**src/icache_cfg_pkg.sv**
```systemverilog
package icache_cfg_pkg;

    // ==============================
    // Cache geometry
    // ==============================

    // Processor side widths
    localparam int ADDR_W      = 32;
    localparam int WORD_W      = 32;

    // One line holds four instruction words
    localparam int LINE_W      = 128;

    // Direct mapped, one line per index
    localparam int N_LINES     = 64;

    // Address split, low to high: byte, word offset, index, tag
    localparam int BYTE_BITS   = 2;
    localparam int OFFSET_BITS = 2;
    localparam int INDEX_BITS  = 6;
    localparam int TAG_BITS    = 22;

    // ==============================
    // Address field types
    // ==============================

    typedef logic [ADDR_W-1:0]      addr_t;
    typedef logic [WORD_W-1:0]      word_t;

    // Word offset 0 lives in the top 32 bits of a line
    typedef logic [LINE_W-1:0]      line_t;

    typedef logic [INDEX_BITS-1:0]  index_t;
    typedef logic [TAG_BITS-1:0]    tag_t;
    typedef logic [OFFSET_BITS-1:0] offset_t;

endpackage

```
**src/icache_ctrl_pkg.sv**
```systemverilog
package icache_ctrl_pkg;

    // ==============================
    // Controller encodings
    // ==============================

    // INIT covers the valid sweep after reset
    typedef enum logic [1:0] {
        INIT,
        IDLE,
        LOOKUP,
        REFILL
    } state_e;

    // Source of the word loaded into the response register
    typedef enum logic {
        SRC_CACHE,
        SRC_MEM
    } resp_src_e;

endpackage

```
**src/icache_if.sv**
```systemverilog
`timescale 1ns/100ps

interface icache_if;

    // Lookup address fields, driven by the controller
    icache_cfg_pkg::index_t      rd_index;
    icache_cfg_pkg::tag_t        lk_tag;
    icache_cfg_pkg::offset_t     lk_offset;

    // Refill write strobe for tag, valid and data line
    logic                        fill_we;

    // Response register load and its source
    logic                        capture;
    icache_ctrl_pkg::resp_src_e  capture_src;

    // Status back from the tag store
    logic                        hit;
    logic                        init_done;

    modport ctrl (
        output rd_index, lk_tag, lk_offset, fill_we, capture, capture_src,
        input  hit, init_done
    );

    modport tags (
        input  rd_index, lk_tag, fill_we,
        output hit, init_done
    );

    modport data (
        input  rd_index, lk_offset, fill_we, capture, capture_src
    );

endinterface

```
**src/icache_ctrl.sv**
```systemverilog
`timescale 1ns/100ps

module icache_ctrl (
    input  logic                    clk_i,
    input  logic                    rst_i,
    input  logic                    req_valid_i,
    input  icache_cfg_pkg::addr_t   req_addr_i,
    output logic                    req_ready_o,
    output logic                    mem_strobe_o,
    output icache_cfg_pkg::addr_t   mem_addr_o,
    input  logic                    mem_ready_i,
    icache_if.ctrl                  port
);

    // ==============================
    // State and request holding
    // ==============================

    icache_ctrl_pkg::state_e  state_q;
    icache_ctrl_pkg::state_e  state_d;

    // Fetch address held from acceptance until the response
    icache_cfg_pkg::addr_t    addr_q;

    // Index fields of the incoming and held addresses
    icache_cfg_pkg::index_t   req_index;
    icache_cfg_pkg::index_t   held_index;

    logic                     accept;

    // Ready only once the valid sweep is complete
    assign req_ready_o = (state_q == icache_ctrl_pkg::IDLE) && port.init_done;
    assign accept      = req_valid_i && req_ready_o;

    always_ff @(posedge clk_i)
    begin
        if (rst_i)
            state_q <= icache_ctrl_pkg::INIT;
        else
            state_q <= state_d;
    end

    always_ff @(posedge clk_i)
    begin
        if (accept)
            addr_q <= req_addr_i;
    end

    // ==============================
    // Next state
    // ==============================

    always_comb
    begin
        state_d = state_q;
        case (state_q)
            icache_ctrl_pkg::INIT:
                if (port.init_done)
                    state_d = icache_ctrl_pkg::IDLE;
            icache_ctrl_pkg::IDLE:
                if (accept)
                    state_d = icache_ctrl_pkg::LOOKUP;
            // Hit returns at once, miss goes out to memory
            icache_ctrl_pkg::LOOKUP:
                state_d = port.hit ? icache_ctrl_pkg::IDLE : icache_ctrl_pkg::REFILL;
            icache_ctrl_pkg::REFILL:
                if (mem_ready_i)
                    state_d = icache_ctrl_pkg::IDLE;
            default:
                state_d = icache_ctrl_pkg::INIT;
        endcase
    end

    // ==============================
    // Lookup fields
    // ==============================

    assign req_index  = req_addr_i[icache_cfg_pkg::BYTE_BITS + icache_cfg_pkg::OFFSET_BITS
                                   +: icache_cfg_pkg::INDEX_BITS];
    assign held_index = addr_q[icache_cfg_pkg::BYTE_BITS + icache_cfg_pkg::OFFSET_BITS
                               +: icache_cfg_pkg::INDEX_BITS];

    // Incoming index at acceptance so the data RAM read lines up with LOOKUP
    assign port.rd_index  = accept ? req_index : held_index;
    assign port.lk_tag    = addr_q[icache_cfg_pkg::ADDR_W-1 -: icache_cfg_pkg::TAG_BITS];
    assign port.lk_offset = addr_q[icache_cfg_pkg::BYTE_BITS +: icache_cfg_pkg::OFFSET_BITS];

    // ==============================
    // Fill, capture and memory side
    // ==============================

    // Refill completes in the mem_ready_i cycle
    assign port.fill_we     = (state_q == icache_ctrl_pkg::REFILL) && mem_ready_i;
    assign port.capture     = ((state_q == icache_ctrl_pkg::LOOKUP) && port.hit)
                           || port.fill_we;
    assign port.capture_src = (state_q == icache_ctrl_pkg::REFILL)
                            ? icache_ctrl_pkg::SRC_MEM : icache_ctrl_pkg::SRC_CACHE;

    // Strobe held through the whole refill wait
    assign mem_strobe_o = (state_q == icache_ctrl_pkg::REFILL);

    // Line aligned, stable since addr_q only moves on acceptance
    assign mem_addr_o   = {port.lk_tag, held_index,
                           {(icache_cfg_pkg::OFFSET_BITS + icache_cfg_pkg::BYTE_BITS){1'b0}}};

endmodule

```
**src/flat_wrapper.sv**
```systemverilog
// flat-port wrapper written by rule: the top's interface ports become plain ports
module icache_ctrl_flat 
  (clk_i, rst_i, req_valid_i, req_addr_i, req_ready_o, mem_strobe_o, mem_addr_o, mem_ready_i, port_rd_index, port_lk_tag, port_lk_offset, port_fill_we, port_capture, port_capture_src, port_hit, port_init_done);
  icache_if port_i ();
  input  logic clk_i;
  input  logic rst_i;
  input  logic req_valid_i;
  input  icache_cfg_pkg::addr_t req_addr_i;
  output logic req_ready_o;
  output logic mem_strobe_o;
  output icache_cfg_pkg::addr_t mem_addr_o;
  input  logic mem_ready_i;
  output wire logic [$bits(port_i.rd_index)-1:0] port_rd_index;
  output wire logic [$bits(port_i.lk_tag)-1:0] port_lk_tag;
  output wire logic [$bits(port_i.lk_offset)-1:0] port_lk_offset;
  output wire logic [$bits(port_i.fill_we)-1:0] port_fill_we;
  output wire logic [$bits(port_i.capture)-1:0] port_capture;
  output wire logic [$bits(port_i.capture_src)-1:0] port_capture_src;
  input wire logic [$bits(port_i.hit)-1:0] port_hit;
  input wire logic [$bits(port_i.init_done)-1:0] port_init_done;
  assign port_rd_index = port_i.rd_index;
  assign port_lk_tag = port_i.lk_tag;
  assign port_lk_offset = port_i.lk_offset;
  assign port_fill_we = port_i.fill_we;
  assign port_capture = port_i.capture;
  assign port_capture_src = port_i.capture_src;
  assign port_i.hit = port_hit;
  assign port_i.init_done = port_init_done;
  icache_ctrl u_core (.clk_i(clk_i), .rst_i(rst_i), .req_valid_i(req_valid_i), .req_addr_i(req_addr_i), .req_ready_o(req_ready_o), .mem_strobe_o(mem_strobe_o), .mem_addr_o(mem_addr_o), .mem_ready_i(mem_ready_i), .port(port_i));
endmodule
```
**config.mk**
```make
export PLATFORM = sky130hd
export DESIGN_NAME = icache_ctrl_flat
export DESIGN_NICKNAME = d
export VERILOG_FILES = /design/src/icache_cfg_pkg.sv /design/src/icache_ctrl_pkg.sv /design/src/icache_if.sv /design/src/icache_ctrl.sv /design/src/flat_wrapper.sv
export SDC_FILE = /design/constraint.sdc
export NUM_CORES = 1
export LEC_CHECK = 0
export ABC_AREA = 1
export BUFFER_PORTS_ARGS = -buffer_cell sky130_fd_sc_hd__buf_2
export CAP_MARGIN = 20
export CORE_UTILIZATION = 43
export CTS_CLUSTER_DIAMETER = 60
export CTS_CLUSTER_SIZE = 20
export DETAILED_ROUTE_END_ITERATION = 8
export PLACE_DENSITY = 0.92
export SETUP_SLACK_MARGIN = 0.3
export SLEW_MARGIN = 10
export SYNTH_ARGS = -nofsm -noshare
export SYNTH_HDL_FRONTEND = slang
export SYNTH_SLANG_ARGS = --single-unit
```
**constraint.sdc**
```tcl
create_clock -name clk_i -period 3.6 [get_ports clk_i]
set_input_delay 0.18 -clock clk_i [delete_from_list [all_inputs] [get_ports clk_i]]
set_output_delay 0.18 -clock clk_i [all_outputs]
set_load 0.02 [all_outputs]
```
==> Word-level counts from Yosys, hierarchy flattened <==
Index checks and enable logic that the tools add are counted.
{ "word_totals": {"register_bits": 34, "inputBits": 38, "output_inout_bits": 67, "elab_cells": 22} }
{ "op_classes": {"eq_ne": 6, "mux": 7, "reduce_logical": 7} }
{ "op_table": {"columns": ["cell", "count"], "rows": [
  ["$mux W2", 4],
  ["$pmux W2 S4", 1],
  ["$mux W6", 1],
  ["$eq A2 B2 Y1 const B", 2],
  ["$logic_and A1 B1 Y1", 4],
  ["$ne A2 B1 Y1 const B", 2],
  ["$reduce_and A3 Y1", 1],
  ["$eq A2 B1 Y1 const B", 1],
  ["$logic_not A2 Y1", 1],
  ["$ne A2 B2 Y1 const B", 1],
  ["$logic_or A1 B1 Y1", 1],
  ["$mux W1", 1]
]} }

==> Longest topological paths before layout <==
Gate-level depths: netlist of run 1.
{ "logic_depth": {"ltp_word": 5, "depth_mapped": 8, "ltp_nobuf": 8} }

==> Least setup slack after synthesis of run 1 <==
OpenSTA, ideal clock, no wires.
{ "synth_path": {"path_type": "register to output", "startpoint": "reg u_core.state_q[1]", "endpoint": "out port_rd_index[0]", "arrival_time_ns": 1.339, "t_required_ns": 3.420, "slack_ns": 2.081, "stages_incl_launch_ff": 8, "n_path_buf": 0, "path_cell_list": "dfxtp_1 > inv_1 > ha_1 > nand2_2 > nor2_8 > inv_2 > nand2_1 > nand2_1"} }
{ "synth_between": {"elab_chain_cells": 4} }
{ "synth_lines": {"columns": ["element", "line_no", "text"], "rows": [
  ["start, declared", "icache_ctrl.sv:19", "icache_ctrl_pkg::state_e state_q;"],
  ["start signal, assigned", "icache_ctrl.sv:38", "state_q <= icache_ctrl_pkg::INIT;"],
  ["start signal, assigned", "icache_ctrl.sv:40", "state_q <= state_d;"],
  ["$eq A2 B1 Y1", "icache_ctrl.sv:32", "assign req_ready_o = (state_q == icache_ctrl_pkg::IDLE) && port.init_done;"],
  ["$logic_and A1 B1 Y1", "icache_ctrl.sv:32", null],
  ["$logic_and A1 B1 Y1", "icache_ctrl.sv:33", "assign accept = req_valid_i && req_ready_o;"],
  ["via u_core.accept", "icache_ctrl.sv:29", "logic accept;"],
  ["$mux W6", "icache_ctrl.sv:84", "assign port.rd_index = accept ? req_index : held_index;"],
  ["end, declared", "flat_wrapper.sv:13", "output wire logic [$bits(port_i.rd_index)-1:0] port_rd_index;"]
]} }
The timed path passes the listed nets, and every way through them passes these cells.

==> Final worst setup path of run 1 <==
{ "layout_path": {"startpoint": "reg u_core.state_q[1]", "endpoint": "out port_rd_index[1]"} }
Same word-level chain as after synthesis.

==> flow_summary.toml, run 1 <==
[outcome]
status = "complete, no violations"

[grt]
grt_max_degree = 39
grt_pass1_wl_um = 3610
grt.total_usage = 0.145
antenna_found_initial = 0
grt_pass1_vias = 858
grt-ovfl-total = 0

[logic_synthesis]
synth_top_family_by_area = "buffers and inverters"
yosysMostFrequentCell = "edfxtp_1"
synth_area_per_cell_sq_um = 12.5
yosys-top-cells-area = "edfxtp_1 (64%), buf_4 (14%), nand2_1 (7.2%), ha_1 (3.5%), dfxtp_1 (2.8%)"
ys_seq_elements = 32
synth-xor-area-share = 0
async_flop_share = 0
netlist.area_leader.share = 0.636
yosysTopAreaCell = "edfxtp_1"
synth.distinct_cells = 16
muxShareOfSynthArea = 0
synth_commonest_cells = "edfxtp_1 (30), buf_4 (27), nand2_1 (27)"
synth_flop_cell = "edfxtp_1"
synth-simple-area-share = 0.115
netlist_area_sq_mm = 0.00142
yosys_warnings = 0
synth.yosys.seq_area_share = 0.664
synth_compound_area_frac = 0.0106
synthAdderAreaFrac = 0.0353
synth_edf_count = 30
postSynthCellCount = 113

[cells_and_area]
area_growth_pct = 28.2
diodes = 0
stdcell_count = 238
final_nets = 236
drive_above_1_share = 0.562

[route]
ant_nets = 0
post_drt_wl_per_cell_um = 10.8
drt_iter0_drc = 17
met1_length_um = 904
firstDrtPassIters = 4
drc_errors = 0
wl_met3_um = 291
vias = 1006
wl_um = 2580
dr.max_layer_used = "met4"
vias_per_cell = 4.23
met2_length_um = 1350

[sta]
rsz0062_at_grt = "no"
maxSlewViolCount = 0
fin_worst_skew_ns = 0.00697
setup_violations = 0
hold_ws_ns = 0.0300
fmax_ghz = 0.471
fin_crit_sh = 0.589
hold_viol = 0
slew_headroom = 0.616
tightest_slew_ns = 0.576
post-route-min-period_ns = 2.12
tns_ns = 0

[critical_path]
critPathRequiredTime_ns = 3.42
cp.arrival_ns = 1.94
worstSetupPathType = "flip-flop to primary output"
cp-end-kind = "primary output"
cp-start-kind = "flip-flop"
critPathMaxFanout = 38

[power]
power_frac_comb = 0.231
p_sw_frac = 0.299
vdd_drop_max_v = 0.000280
seq_power_share = 0.554
p_total_w = 0.000804
power_switching_w = 0.000240
power.internal_w = 0.000564
powerDensity_mw_per_mm2 = 443
p_leak_nw = 0.917
clkPwrFrac = 0.215

[floorplan]
fp.dieH_um = 59.4
fp.dieW_um = 59.4
io_pins = 105
core_sq_mm = 0.00308
num_rows = 20
die_area_sq_mm = 0.00353
start_util = 0.460

[clock_network]
clock_latency_ns = 0.32
clk_path_buf_depth = 2
clk_pin_slew_ns = 0.09
cts_hold_buffers = 0
cts_tree = "built"
numCtsBuffers = 5
clock_sinks = 32
cts-root-buf = "clkbuf_4"
post_cts_resized = 0
htreeDepth = 2
post-cts-setup-buffers = 0

[placed_design]
gp_congestion = 0.755
io_buffers = 98
hpwl_um = 2080
placedCellCount = 231

[run]
cap_violations = 0

[hold_path]
hp-class = "input port to flip-flop"
[layout by cell type, fill, tap and decap left out]
| master | netlist | final |
|---|---|---|
| buf_2 | 0 | 98 |
| o21ai_0 | 1 | 1 |
| nand2_2 | 2 | 2 |
| a21oi_1 | 2 | 2 |
| clkbuf_4 | 0 | 5 |
| dfxtp_1 | 2 | 2 |
| inv_2 | 1 | 1 |
| nand3_1 | 1 | 1 |
| nor2_8 | 1 | 1 |
| edfxtp_1 | 30 | 30 |
| inv_1 | 10 | 10 |
| nor2_2 | 1 | 1 |
| nand3_2 | 1 | 1 |
| conb_1 | 1 | 4 |
| nor2_1 | 2 | 2 |
| clkinv_1 | 0 | 2 |
| ha_1 | 4 | 4 |
| nand2_1 | 27 | 27 |
[cell families after synthesis]
kind of cell	after synthesis
flops	32
simple gates	35
fa+ha+maj	4
compound gates	3
buf+inv	38
other cells	1
[power groups by stage]
stage	Combinational (W)	Sequential, W	Clock, W
2_1_floorplan	0.000119	0.000473	0
3_3_place_gp	0.000182	0.000453	0
3_5_place_dp	0.000186	0.000455	0
4_1_cts	0.000187	0.000446	0.000185
5_1_grt	0.000205	0.000449	0.000200
6_report	0.000186	0.000445	0.000173
[metal layers]
| metal | up-vias | GRT usage |
|---|---|---|
| met5 | - | 0 |
| met3 | 4 | 0.0655 |
| met1 | 443 | 0.134 |
| met4 | 0 | 0.0612 |
| li1 | 495 | - |
| met2 | 64 | 0.271 |
[flip-flops by register name (all words and copies together) (netlist names)]
register	flops
u_core.addr_q	30
u_core.state_q	2
[worst max-delay path: stages (launching register included)]
cell	delay, ns
dfxtp_1	0.35
inv_1	0.09
ha_1	0.18
nand2_2	0.10
nor2_8	0.46
inv_2	0.14
nand2_1	0.10
nand2_1	0.05
buf_2	0.15
[path summary, 6_finish.rpt]
path                                   from                              to  slack [ns]  cells past startpoint
max          u_core.state_q[1]$_SDFFE_PP0P_                port_rd_index[1]        1.48                      8
min                                   rst_i  u_core.state_q[0]$_SDFFE_PP0P_        0.03                      2
max reg2reg  u_core.state_q[1]$_SDFFE_PP0P_     u_core.addr_q[31]$_DFFE_PP_        2.05                      4
min reg2reg  u_core.state_q[0]$_SDFFE_PP0P_  u_core.state_q[0]$_SDFFE_PP0P_        0.51                      2
[final cells by class]
type	instances	area (sq um)
Clock buffer	5	37.5
Clock inverter	2	7.51
Fill cell	258	1260
Inverter	11	41.3
Multi-Input combinational cell	46	243
Sequential cell	32	941
Tap cell	44	55.1
Timing Repair Buffer	98	490
[stage by stage]
step | area, sq um | worst slack [ns] | utilization
after floorplan | 1430 | 2.08 | -
after global placement | 1770 | 1.85 | 0.575
after CTS | 1820 | 1.42 | 0.590
after global routing | 1820 | 1.29 | 0.590
final | 1820 | 1.48 | 0.590
after detailed placement | 1770 | 1.80 | 0.575
Note: power is estimated with default switching activity, not from simulation.
==> run 2, diff against run 1 <==
--- a/config.mk
+++ b/config.mk
@@ -8,11 +8,11 @@
 export ABC_AREA = 1
 export BUFFER_PORTS_ARGS = -buffer_cell sky130_fd_sc_hd__buf_2
 export CAP_MARGIN = 20
-export CORE_UTILIZATION = 43
+export CORE_UTILIZATION = 40
 export CTS_CLUSTER_DIAMETER = 60
 export CTS_CLUSTER_SIZE = 20
 export DETAILED_ROUTE_END_ITERATION = 8
-export PLACE_DENSITY = 0.92
+export PLACE_DENSITY = 0.87
 export SETUP_SLACK_MARGIN = 0.3
 export SLEW_MARGIN = 10
 export SYNTH_ARGS = -nofsm -noshare
==> constraint.sdc (replaced) <==
create_clock -name clk_i -period 2.22 [get_ports clk_i]
set_input_delay 0.111 -clock clk_i [delete_from_list [all_inputs] [get_ports clk_i]]
set_output_delay 0.111 -clock clk_i [all_outputs]
set_load 0.02 [all_outputs]
==> run 2 against run 1 <==
Global-route usage grew 3.2 points. Register-to-register slack lost 1.4 ns. Cell area grew 19%. Critical endpoint is now port_rd_index[2]. Largest cell class unchanged. Highest routed layer unchanged.
==> flow_summary.toml, run 2 (synthesized netlist as in run 1, its figures left out) <==
[sta]
fin_worst_skew_ns = 0.00563
hold_ws_ns = 0.180
post-route-min-period_ns = 1.78
rsz0062_at_grt = "no"
fin_crit_sh = 0.800
maxSlewViolCount = 0
setup_violations = 0
hold_viol = 0
tns_ns = 0
fmax_ghz = 0.563

[grt]
grt-ovfl-total = 0
antenna_found_initial = 0
grt.total_usage = 0.178
grt_pass1_wl_um = 4570
grt_pass1_vias = 1041
grt_max_degree = 16

[cells_and_area]
drive_above_1_share = 0.502
top_regs = "u_core.addr_q: 30 flops, u_core.state_q: 2 flops"
fin_util = 0.644
layout_commonest_cell = "buf_2"
area_growth_pct = 52.8
largest_reg_flops = 30
largest-register = "u_core.addr_q"
final_nets = 271
final_cell_mix = "buf_2 (98), dlygate4sd3_1 (31), edfxtp_1 (30), nand2_1 (27), inv_1 (10)"
diodes = 0

[route]
vias_per_cell = 4.20
drc_errors = 0
post_drt_wl_per_cell_um = 12.3
drt_iter0_drc = 38
ant_nets = 0
firstDrtPassIters = 3
vias = 1156
wl_um = 3370

[floorplan]
io_pins = 105
core_sq_mm = 0.00336
die_area_sq_mm = 0.00378
fp.dieH_um = 61.5
fp.dieW_um = 61.5
start_util = 0.421
num_rows = 21

[power]
vdd_drop_max_v = 0.000344
powerDensity_mw_per_mm2 = 639
p_total_w = 0.00138
power_frac_comb = 0.260
power.internal_w = 0.000964
p_sw_frac = 0.303
power_switching_w = 0.000419
seq_power_share = 0.524
p_leak_nw = 1.07
clkPwrFrac = 0.216

[placed_design]
hpwl_um = 2030
io_buffers = 98
gp_congestion = 0.778

[clock_network]
htreeDepth = 2
clock_latency_ns = 0.32
cts_tree = "built"
numCtsBuffers = 5
clk_pin_slew_ns = 0.09
clk_path_buf_depth = 2
cts-root-buf = "clkbuf_4"
clock_sinks = 32

[critical_path]
cp-start-kind = "flip-flop"
cp.arrival_ns = 1.67
worstRegToRegCells = 6
cp-end-kind = "primary output"
critPathMaxFanout = 9
worstSetupPathType = "flip-flop to primary output"
critPathRequiredTime_ns = 2.11

[run]
cap_violations = 0

[outcome]
status = "complete, no violations"

[hold_path]
holdPathStages = 5
hp-class = "input port to flip-flop"
-- run 2: cell count changes in the layout (fill, tap and decap cells not counted), sizes merged --
cell	change
buf	+3
clkinv	-1
clkbuf	+1
dlygate4sd3	+31
nor2	+1
-- run 2: per-layer routing --
layer	up-vias	global-route usage	wire (um)
li1	569	-	-
met1	511	0.169	1220
met2	71	0.336	1830
met3	5	0.0735	288
met4	0	0.0667	29
met5	-	0	0
-- run 2: metrics by stage --
step,cells,setup WS (ns),cell area (sq um)
CTS,275,0.418,2160
global route,275,0.311,2160
global placement,234,0.590,1780
detailed placement,234,0.530,1780
floorplan,116,0.770,1430
finish,275,0.443,2160
-- run 2: power by group through the flow --
stage               Clock (W)  Combinational (W)  Sequential (W)
floorplan                   0           0.000193        0.000767
global placement            0           0.000297        0.000735
detailed placement          0           0.000304        0.000738
CTS                  0.000309           0.000359        0.000724
global route         0.000337           0.000397        0.000731
finish               0.000299           0.000359        0.000725
-- run 2: critical path: stages, from the launching register on --
cell	delay [ns]
dfxtp_1	0.40
inv_1	0.08
ha_1	0.21
nand2_2	0.18
nor2_8	0.07
inv_2	0.11
nand2_1	0.07
nand2_1	0.06
buf_2	0.16
-- run 2: what timing repair did --
item                                    in CTS  in global routing
pin swaps                                    1                  1
endpoints found under the setup margin       6                  5
endpoints found under the hold margin       31                  0
hold buffers                                31                  0
cloned                                       1                  0
buffers inserted                             2                  0
gates resized for setup                      0                  1
-- run 2: area by class of cell --
cell class | count | area [sq um]
clock buffers | 6 | 41.3
inverters | 11 | 41.3
multi-input cells | 47 | 254
fillers | 281 | 1200
repair buffers | 132 | 823
flip-flops and latches | 32 | 942
well taps | 46 | 57.6
clock inverters | 1 | 5.00
-- run 2: worst paths after layout --
path	start	end	slack, ns
setup / recovery	u_core.state_q[1]$_SDFFE_PP0P_	port_rd_index[2]	0.44
hold / removal	port_init_done	u_core.state_q[0]$_SDFFE_PP0P_	0.18
setup reg to reg	u_core.state_q[1]$_SDFFE_PP0P_	u_core.addr_q[26]$_DFFE_PP_	0.60
hold reg to reg	u_core.state_q[0]$_SDFFE_PP0P_	u_core.state_q[0]$_SDFFE_PP0P_	0.50
